--- src/verilog/uart_reg_pkg.sv ---
`default_nettype none

package uart_reg_pkg;

  typedef logic [31:0] wb_data_t;
  typedef logic [2:0]  reg_addr_t;

  // Word addresses, SiFive layout
  localparam reg_addr_t ADDR_TXDATA = 3'd0;
  localparam reg_addr_t ADDR_RXDATA = 3'd1;
  localparam reg_addr_t ADDR_TXCTRL = 3'd2;
  localparam reg_addr_t ADDR_RXCTRL = 3'd3;
  localparam reg_addr_t ADDR_IE     = 3'd4;
  localparam reg_addr_t ADDR_IP     = 3'd5;
  localparam reg_addr_t ADDR_DIV    = 3'd6;

  // Data register flags
  localparam int FULL_BIT  = 31;
  localparam int EMPTY_BIT = 31;

  // TXCTRL and RXCTRL fields
  localparam int EN_BIT    = 0;
  localparam int NSTOP_BIT = 1;
  localparam int CNT_LSB   = 16;

  // IE and IP bits
  localparam int TXWM_BIT = 0;
  localparam int RXWM_BIT = 1;

endpackage

`default_nettype wire

--- src/verilog/uart_serial_pkg.sv ---
`default_nettype none

package uart_serial_pkg;

  typedef logic [7:0]  byte_t;
  typedef logic [15:0] div_t;

  typedef enum logic [1:0] {
    IDLE,
    ACCESS,
    ACK
  } bus_state_t;

  typedef enum logic [1:0] {
    TX_IDLE,
    TX_START,
    TX_DATA,
    TX_STOP
  } tx_state_t;

  typedef enum logic [1:0] {
    RX_IDLE,
    RX_START,
    RX_DATA,
    RX_STOP
  } rx_state_t;

endpackage

`default_nettype wire

--- src/verilog/uart.sv ---
`timescale 1ns/1ps
`default_nettype none

module uart
  import uart_reg_pkg::*;
  import uart_serial_pkg::*;
#(
  parameter int FIFO_DEPTH    = 8,
  parameter int CLOCK_FREQ_HZ = 10000000
) (
  input  logic      clk_i,
  input  logic      rst,
  input  logic      cyc_i,
  input  logic      stb_i,
  input  logic      we_i,
  input  reg_addr_t adr_i,
  input  wb_data_t  dat_i,
  output wb_data_t  dat_o,
  output logic      ack_o,
  input  logic      rxd,
  output logic      txd,
  output logic      irq
);

  reg_addr_t                   addr;
  wb_data_t                    wr_data;
  logic                        bank_wr_en;
  logic                        bank_rd_en;
  logic                        tx_push;
  byte_t                       tx_push_data;
  byte_t                       tx_head;
  logic                        tx_pop;
  logic                        tx_full;
  logic                        tx_empty;
  logic [$clog2(FIFO_DEPTH):0] tx_count;
  logic                        rx_push;
  byte_t                       rx_push_data;
  byte_t                       rx_head;
  logic                        rx_pop;
  logic                        rx_empty;
  logic [$clog2(FIFO_DEPTH):0] rx_count;
  logic                        txen;
  logic                        rxen;
  logic                        nstop;
  div_t                        div;

  uart_wb_ctrl wb_ctrl (
    .clk_i      (clk_i),
    .rst        (rst),
    .cyc_i      (cyc_i),
    .stb_i      (stb_i),
    .we_i       (we_i),
    .adr_i      (adr_i),
    .dat_i      (dat_i),
    .addr       (addr),
    .wr_data    (wr_data),
    .bank_wr_en (bank_wr_en),
    .bank_rd_en (bank_rd_en),
    .ack_o      (ack_o)
  );

  uart_bank #(
    .FIFO_DEPTH    (FIFO_DEPTH),
    .CLOCK_FREQ_HZ (CLOCK_FREQ_HZ)
  ) bank (
    .clk_i        (clk_i),
    .rst          (rst),
    .addr         (addr),
    .wr_data      (wr_data),
    .bank_wr_en   (bank_wr_en),
    .bank_rd_en   (bank_rd_en),
    .dat_o        (dat_o),
    .tx_push      (tx_push),
    .tx_push_data (tx_push_data),
    .tx_full      (tx_full),
    .tx_count     (tx_count),
    .rx_pop       (rx_pop),
    .rx_head      (rx_head),
    .rx_empty     (rx_empty),
    .rx_count     (rx_count),
    .txen         (txen),
    .rxen         (rxen),
    .nstop        (nstop),
    .div          (div),
    .irq          (irq)
  );

  uart_fifo #(
    .FIFO_DEPTH (FIFO_DEPTH)
  ) tx_fifo (
    .clk_i     (clk_i),
    .rst       (rst),
    .push      (tx_push),
    .push_data (tx_push_data),
    .pop       (tx_pop),
    .head      (tx_head),
    .full      (tx_full),
    .empty     (tx_empty),
    .count     (tx_count)
  );

  // Receive full flag is not reported, an overflowing byte is dropped
  uart_fifo #(
    .FIFO_DEPTH (FIFO_DEPTH)
  ) rx_fifo (
    .clk_i     (clk_i),
    .rst       (rst),
    .push      (rx_push),
    .push_data (rx_push_data),
    .pop       (rx_pop),
    .head      (rx_head),
    .full      (),
    .empty     (rx_empty),
    .count     (rx_count)
  );

  uart_tx serial_tx (
    .clk_i    (clk_i),
    .rst      (rst),
    .txen     (txen),
    .nstop    (nstop),
    .div      (div),
    .tx_head  (tx_head),
    .tx_empty (tx_empty),
    .tx_pop   (tx_pop),
    .txd      (txd)
  );

  uart_rx serial_rx (
    .clk_i        (clk_i),
    .rst          (rst),
    .rxen         (rxen),
    .div          (div),
    .rxd          (rxd),
    .rx_push      (rx_push),
    .rx_push_data (rx_push_data)
  );

endmodule

`default_nettype wire

--- src/verilog/uart_bank.sv ---
`timescale 1ns/1ps
`default_nettype none

module uart_bank
  import uart_reg_pkg::*;
  import uart_serial_pkg::*;
#(
  parameter int FIFO_DEPTH    = 8,
  parameter int CLOCK_FREQ_HZ = 10000000
) (
  input  logic                        clk_i,
  input  logic                        rst,
  input  reg_addr_t                   addr,
  input  wb_data_t                    wr_data,
  input  logic                        bank_wr_en,
  input  logic                        bank_rd_en,
  output wb_data_t                    dat_o,
  output logic                        tx_push,
  output byte_t                       tx_push_data,
  input  logic                        tx_full,
  input  logic [$clog2(FIFO_DEPTH):0] tx_count,
  output logic                        rx_pop,
  input  byte_t                       rx_head,
  input  logic                        rx_empty,
  input  logic [$clog2(FIFO_DEPTH):0] rx_count,
  output logic                        txen,
  output logic                        rxen,
  output logic                        nstop,
  output div_t                        div,
  output logic                        irq
);

  localparam int CNT_W     = $clog2(FIFO_DEPTH) + 1;
  localparam int RESET_DIV = CLOCK_FREQ_HZ / 115200 - 1;

  logic [CNT_W-1:0] tx_wm;
  logic [CNT_W-1:0] rx_wm;
  logic             ie_txwm;
  logic             ie_rxwm;
  logic             txwm;
  logic             rxwm;
  wb_data_t         rd_word;

  assign tx_push      = bank_wr_en && (addr == ADDR_TXDATA) && !tx_full;
  assign tx_push_data = wr_data[7:0];
  assign rx_pop       = bank_rd_en && (addr == ADDR_RXDATA) && !rx_empty;

  // Watermark pending conditions
  assign txwm = (tx_count < tx_wm);
  assign rxwm = (rx_count > rx_wm);

  always_ff @(posedge clk_i) begin
    if (rst) begin
      txen    <= 1'b0;
      nstop   <= 1'b0;
      tx_wm   <= '0;
      rxen    <= 1'b0;
      rx_wm   <= '0;
      ie_txwm <= 1'b0;
      ie_rxwm <= 1'b0;
      div     <= div_t'(RESET_DIV);
    end else if (bank_wr_en) begin
      case (addr)
        ADDR_TXCTRL: begin
          txen  <= wr_data[EN_BIT];
          nstop <= wr_data[NSTOP_BIT];
          tx_wm <= wr_data[CNT_LSB +: CNT_W];
        end
        ADDR_RXCTRL: begin
          rxen  <= wr_data[EN_BIT];
          rx_wm <= wr_data[CNT_LSB +: CNT_W];
        end
        ADDR_IE: begin
          ie_txwm <= wr_data[TXWM_BIT];
          ie_rxwm <= wr_data[RXWM_BIT];
        end
        ADDR_DIV: begin
          div <= wr_data[15:0];
        end
        default: ;
      endcase
    end
  end

  always_comb begin
    rd_word = '0;
    case (addr)
      ADDR_TXDATA: rd_word[FULL_BIT] = tx_full;
      ADDR_RXDATA: begin
        if (rx_empty) begin
          rd_word[EMPTY_BIT] = 1'b1;
        end else begin
          rd_word[7:0] = rx_head;
        end
      end
      ADDR_TXCTRL: begin
        rd_word[EN_BIT]              = txen;
        rd_word[NSTOP_BIT]           = nstop;
        rd_word[CNT_LSB +: CNT_W]    = tx_wm;
      end
      ADDR_RXCTRL: begin
        rd_word[EN_BIT]              = rxen;
        rd_word[CNT_LSB +: CNT_W]    = rx_wm;
      end
      ADDR_IE: begin
        rd_word[TXWM_BIT] = ie_txwm;
        rd_word[RXWM_BIT] = ie_rxwm;
      end
      ADDR_IP: begin
        rd_word[TXWM_BIT] = txwm;
        rd_word[RXWM_BIT] = rxwm;
      end
      ADDR_DIV: rd_word[15:0] = div;
      default: ;
    endcase
  end

  // Read data held through the ack cycle
  always_ff @(posedge clk_i) begin
    if (bank_rd_en) begin
      dat_o <= rd_word;
    end
  end

  always_ff @(posedge clk_i) begin
    if (rst) begin
      irq <= 1'b0;
    end else begin
      irq <= (txwm && ie_txwm) || (rxwm && ie_rxwm);
    end
  end

endmodule

`default_nettype wire

--- src/verilog/uart_fifo.sv ---
`timescale 1ns/1ps
`default_nettype none

module uart_fifo
  import uart_serial_pkg::*;
#(
  parameter int FIFO_DEPTH = 8
) (
  input  logic                        clk_i,
  input  logic                        rst,
  input  logic                        push,
  input  byte_t                       push_data,
  input  logic                        pop,
  output byte_t                       head,
  output logic                        full,
  output logic                        empty,
  output logic [$clog2(FIFO_DEPTH):0] count
);

  localparam int AW    = $clog2(FIFO_DEPTH);
  localparam int CNT_W = AW + 1;

  byte_t         mem [FIFO_DEPTH];
  logic [AW-1:0] wr_ptr;
  logic [AW-1:0] rd_ptr;
  logic          do_push;
  logic          do_pop;

  assign do_push = push && !full;
  assign do_pop  = pop && !empty;

  always_ff @(posedge clk_i) begin
    if (do_push) begin
      mem[wr_ptr] <= push_data;
    end
  end

  // Pointers wrap naturally, depth is a power of two
  always_ff @(posedge clk_i) begin
    if (rst) begin
      wr_ptr <= '0;
      rd_ptr <= '0;
      count  <= '0;
    end else begin
      if (do_push) begin
        wr_ptr <= wr_ptr + 1'b1;
      end
      if (do_pop) begin
        rd_ptr <= rd_ptr + 1'b1;
      end
      case ({do_push, do_pop})
        2'b10:   count <= count + 1'b1;
        2'b01:   count <= count - 1'b1;
        default: ;
      endcase
    end
  end

  assign head  = mem[rd_ptr];
  assign full  = (count == CNT_W'(FIFO_DEPTH));
  assign empty = (count == '0);

endmodule

`default_nettype wire

--- src/verilog/uart_rx.sv ---
`timescale 1ns/1ps
`default_nettype none

module uart_rx
  import uart_serial_pkg::*;
(
  input  logic  clk_i,
  input  logic  rst,
  input  logic  rxen,
  input  div_t  div,
  input  logic  rxd,
  output logic  rx_push,
  output byte_t rx_push_data
);

  rx_state_t  state;
  div_t       bit_cnt;
  div_t       half_div;
  logic [2:0] bit_idx;
  byte_t      shifter;
  logic       rxd_meta;
  logic       rxd_sync;
  logic       rxd_prev;
  logic       bit_done;

  assign half_div     = div >> 1;
  assign bit_done     = (bit_cnt == div);
  assign rx_push_data = shifter;

  // Line idles high
  always_ff @(posedge clk_i) begin
    if (rst) begin
      rxd_meta <= 1'b1;
      rxd_sync <= 1'b1;
      rxd_prev <= 1'b1;
    end else begin
      rxd_meta <= rxd;
      rxd_sync <= rxd_meta;
      rxd_prev <= rxd_sync;
    end
  end

  always_ff @(posedge clk_i) begin
    if (rst) begin
      state   <= RX_IDLE;
      bit_cnt <= '0;
      bit_idx <= '0;
      rx_push <= 1'b0;
    end else begin
      rx_push <= 1'b0;
      bit_cnt <= bit_cnt + 1'b1;
      case (state)
        RX_IDLE: begin
          bit_cnt <= '0;
          if (rxen && rxd_prev && !rxd_sync) begin
            state <= RX_START;
          end
        end
        RX_START: begin
          // Glitch shorter than half a bit goes back to idle
          if (bit_cnt == half_div) begin
            bit_cnt <= '0;
            bit_idx <= '0;
            state   <= rxd_sync ? RX_IDLE : RX_DATA;
          end
        end
        RX_DATA: begin
          if (bit_done) begin
            bit_cnt <= '0;
            bit_idx <= bit_idx + 1'b1;
            if (bit_idx == 3'd7) begin
              state <= RX_STOP;
            end
          end
        end
        RX_STOP: begin
          if (bit_done) begin
            rx_push <= rxd_sync;
            state   <= RX_IDLE;
          end
        end
        default: state <= RX_IDLE;
      endcase
    end
  end

  always_ff @(posedge clk_i) begin
    if (state == RX_DATA && bit_done) begin
      shifter <= {rxd_sync, shifter[7:1]};
    end
  end

endmodule

`default_nettype wire

--- src/verilog/uart_tx.sv ---
`timescale 1ns/1ps
`default_nettype none

module uart_tx
  import uart_serial_pkg::*;
(
  input  logic  clk_i,
  input  logic  rst,
  input  logic  txen,
  input  logic  nstop,
  input  div_t  div,
  input  byte_t tx_head,
  input  logic  tx_empty,
  output logic  tx_pop,
  output logic  txd
);

  tx_state_t  state;
  div_t       bit_cnt;
  byte_t      shifter;
  logic [2:0] bit_idx;
  logic       stop_idx;
  logic       bit_done;
  logic       last_stop;
  logic       stop_end;

  assign tx_pop    = (state == TX_IDLE) && txen && !tx_empty;
  assign bit_done  = (bit_cnt == div);
  assign last_stop = (stop_idx == nstop);
  // Last stop bit ends a clock early, TX_IDLE supplies that clock
  assign stop_end  = (bit_cnt + 16'd1 >= div);

  always_ff @(posedge clk_i) begin
    if (rst) begin
      state    <= TX_IDLE;
      bit_cnt  <= '0;
      bit_idx  <= '0;
      stop_idx <= 1'b0;
      txd      <= 1'b1;
    end else begin
      bit_cnt <= bit_cnt + 1'b1;
      case (state)
        TX_IDLE: begin
          bit_cnt <= '0;
          if (tx_pop) begin
            txd   <= 1'b0;
            state <= TX_START;
          end
        end
        TX_START: begin
          if (bit_done) begin
            bit_cnt <= '0;
            bit_idx <= '0;
            txd     <= shifter[0];
            state   <= TX_DATA;
          end
        end
        TX_DATA: begin
          if (bit_done) begin
            bit_cnt <= '0;
            bit_idx <= bit_idx + 1'b1;
            if (bit_idx == 3'd7) begin
              stop_idx <= 1'b0;
              txd      <= 1'b1;
              state    <= TX_STOP;
            end else begin
              txd <= shifter[1];
            end
          end
        end
        TX_STOP: begin
          if (last_stop && stop_end) begin
            state <= TX_IDLE;
          end else if (bit_done) begin
            bit_cnt  <= '0;
            stop_idx <= 1'b1;
          end
        end
        default: state <= TX_IDLE;
      endcase
    end
  end

  always_ff @(posedge clk_i) begin
    if (tx_pop) begin
      shifter <= tx_head;
    end else if (state == TX_DATA && bit_done) begin
      shifter <= {1'b0, shifter[7:1]};
    end
  end

endmodule

`default_nettype wire

--- src/verilog/uart_wb_ctrl.sv ---
`timescale 1ns/1ps
`default_nettype none

module uart_wb_ctrl
  import uart_reg_pkg::*;
  import uart_serial_pkg::*;
(
  input  logic      clk_i,
  input  logic      rst,
  input  logic      cyc_i,
  input  logic      stb_i,
  input  logic      we_i,
  input  reg_addr_t adr_i,
  input  wb_data_t  dat_i,
  output reg_addr_t addr,
  output wb_data_t  wr_data,
  output logic      bank_wr_en,
  output logic      bank_rd_en,
  output logic      ack_o
);

  bus_state_t state;
  logic       we_q;
  logic       req;

  assign req = cyc_i && stb_i;

  always_ff @(posedge clk_i) begin
    if (rst) begin
      state <= IDLE;
    end else begin
      case (state)
        IDLE: begin
          if (req) begin
            state <= ACCESS;
          end
        end
        ACCESS: begin
          state <= ACK;
        end
        default: begin
          state <= IDLE;
        end
      endcase
    end
  end

  // Request fields frozen for the rest of the transaction
  always_ff @(posedge clk_i) begin
    if (state == IDLE && req) begin
      addr    <= adr_i;
      wr_data <= dat_i;
      we_q    <= we_i;
    end
  end

  // One bank strobe per transaction
  assign bank_wr_en = (state == ACCESS) && we_q;
  assign bank_rd_en = (state == ACCESS) && !we_q;

  assign ack_o = (state == ACK);

endmodule

`default_nettype wire
--- config.mk ---
export PLATFORM = sky130hd
export DESIGN_NAME = uart
export DESIGN_NICKNAME = d
export VERILOG_FILES = /design/src/verilog/uart_reg_pkg.sv /design/src/verilog/uart_serial_pkg.sv /design/src/verilog/uart.sv /design/src/verilog/uart_bank.sv /design/src/verilog/uart_fifo.sv /design/src/verilog/uart_rx.sv /design/src/verilog/uart_tx.sv /design/src/verilog/uart_wb_ctrl.sv
export SDC_FILE = /design/constraint.sdc
export NUM_CORES = 1
export LEC_CHECK = 0
export ABC_AREA = 1
export BUFFER_PORTS_ARGS = -buffer_cell sky130_fd_sc_hd__buf_2
export CAP_MARGIN = 0
export CORE_MARGIN = 1.5
export CORE_UTILIZATION = 41
export DETAILED_ROUTE_END_ITERATION = 8
export PLACE_DENSITY = 0.65
export SYNTH_ARGS = -nofsm -noshare
export SYNTH_HDL_FRONTEND = slang
export SYNTH_HIERARCHICAL = 1
export SYNTH_SLANG_ARGS = --single-unit
--- constraint.sdc ---
create_clock -name clk_i -period 4.26 [get_ports clk_i]
set_input_delay 0.213 -clock clk_i [delete_from_list [all_inputs] [get_ports clk_i]]
set_output_delay 0.213 -clock clk_i [all_outputs]
set_load 0.01 [all_outputs]
==> results.md <==
* Mapped Cells at 1509
* Height of the chip at 187.0 um
* Worst setup SP type: register
* Layout cell share with drive strength beyond 1 at 0.1190
* Setup bufs post-CTS at 0
* Setup violations, final at 0
* Most frequent cells in the layout: 359 x nand2_1, 203 x nor2_1, 189 x edfxtp_1, 175 x inv_1, 106 x dfxtp_1
* I/O pin count at 76
* Maximum clock insertion buffer count at 3
* Crit share post-route at 0.7019
* NetSw at 1.376 mW
* Post-route DRC at 0
* Max Slew Vio Count at 0
* Clock share of power at 0.468
* Least-Margin Pin Slew at 1.215 ns
* Most used cell, CP: nand2_1
* Chip width at 187.0 um
* Clk root buf: clkbuf_16
* Combinational share of power at 0.044
* Via-per-instance ratio at 4.819
* Yosys warning count at 6
* Slowest Stage Delay on Critical Path at 0.38 ns
* GRT Total Usage at 0.1697
* Min cycle time layout at 2.990 ns
* CTS tree: built
* CTS Sinks at 295
* Hold-fix buffers, CTS at 25
* Most common cell after layout, fill and taps aside: nand2_1
* Crit-path slowest cell: dfxtp_1
* Fmax at 334.4 MHz
* Req. time, crit path at 4.69 ns
* Final Util at 0.4717
* H-tree Lvls at 2
* Slew Limit Headroom at 0.1888
* # diodes at 0
* Max-Cap Viols at 0
* Nets at 1672
* RSZ-0062 raised after global routing: no
* Post-DP HPWL at 20090 um
* Setup clock skew after layout at 0.01836 ns
* Final TNS setup at 0 ns
* Critical Path AT at 3.42 ns
* Vias in the first global route at 9494
* Cell family contributing the most delay on the critical path: simple AND/OR/NAND/NOR gates
* CTS Buf Count at 34
* Crit. path cell count at 18
* Layout Cells excl Fill at 2061
* Power Density at 401.2 nW/um2
* Mean area per synthesized cell at 9.200 um2
* Crit path max fanout at 16
* Worst r2r path cells at 18
* Die area at 34970 um2
* Min-Delay Path Class: primary input to register
* Core area at 33450 um2
* Clk slew on worst S/H paths at 0.06 ns
* Pin count of the biggest net entering global routing at 34
* Starting DRT DRC Count at 699
* Clk Latency, worst-skew pair at 0.52 ns
* Drt wl/cell at 14.39 um
* Hold Fails Final Rpt at 0
* Routed Antenna Nets at 0
* Peak VDD IR at 0.2504 mV
* Initial Util at 0.4150
* Total Wirelength at 29650 um
* Port bufs at 52
* First-pass GRT wire length at 47790 um
* Int Pwr at 4.953 mW
* Crit-path cells: ha_1 > nand2_2 > nor3_2 > nand2_1 > nor2_2 > nand3_2 > nor3_2 > xor2_1 > inv_1 > ha_1 > nand4_1 > nor3_1 > nand2_1 > nand2_1 > nand2_1 > nand2_2 > nand3_4 > nor2_1
* Status: completed
* Sw frac at 0.2174
* Sequential share of power at 0.488
* Design area at 15780 um2
* GRT Residual Overflow at 0
* Crit path kind: register to register
* Min Hold Slack at 0.03897 ns
* Area Overhead vs Synth at 13.65%
* Placed cell area at 14380 um2
* Crit path buf inv count at 1
* GPL Wtd Cong at 0.8473
* Antenna violations before repair at 0
* Critical Path Sink Type: register
* Post-cts resize count at 0
* Hold path depth at 5
* Via Count at 9931
* First drt pass iteration count at 5
* Core Rows at 67
* P_leak at 6.329 nW
* Mapped Area at 13880 um2
* Total placed cells including tap cells at 1974
==> metrics by stage <==
step	setup WS [ns]	power (mW)
finish	1.270	6.329
global route	0.9101	6.547
CTS	1.242	6.390
detailed placement	1.295	3.409
global placement	1.322	3.403
floorplan	1.465	3.332
==> sequential cells by signal, summed over array words and instances (netlist names), 8 cells and up, named ones only <==
signal	flops
rx_fifo/mem	64
tx_fifo/mem	64
bank/dat_o	21
wb_ctrl/wr_data	20
bank/div	16
serial_rx/bit_cnt	16
serial_tx/bit_cnt	16
serial_rx/rx_push_data	8
serial_tx/shifter	8
==> area by class of cell <==
type / count / area, um2
clock inverters: 20 / 229.0
well taps: 448 / 560.5
clock buffers: 42 / 920.9
fillers: 3080 / 17670
inverters: 192 / 720.7
flip-flops and latches: 295 / 7797
multi-input cells: 983 / 5007
repair buffers: 81 / 540.5
==> worst register-to-register path, delay by kind of cell (launching register included) <==
family	cells	cell delay, ns
AND/OR/NAND/NOR	14	1.81
adder cells (fa/ha/maj)	2	0.48
flip-flops	1	0.38
XOR/XNOR	1	0.20
buffers and inverters	1	0.06
==> worst paths after layout <==
kind	start	endpoint	slack, ns
max reg2reg	serial_tx/bit_cnt[0]	serial_tx/bit_cnt[10]	1.27
min reg2reg	serial_rx/rxd_meta	serial_rx/rxd_sync	0.41
min	stb_i	wb_ctrl/state[0]	0.04
max	serial_tx/bit_cnt[0]	serial_tx/bit_cnt[10]	1.27
==> metal layers <==
metal | share of wire | routed length, um | GRT usage
met5 | 0 | 0 | 0
met4 | 0.024 | 725 | 0.05397
met3 | 0.049 | 1459 | 0.02889
met2 | 0.46 | 13540 | 0.2817
met1 | 0.47 | 13930 | 0.2267
==> power groups by stage <==
stage | registers, mW | clock network, mW | logic, mW
after global placement | 3.15 | 0 | 0.254
after detailed placement | 3.15 | 0 | 0.259
after global routing | 3.09 | 3.14 | 0.313
after CTS | 3.09 | 3.02 | 0.278
final | 3.09 | 2.96 | 0.278
after floorplan | 3.14 | 0 | 0.195
Note: power is estimated with default switching activity, not from simulation.
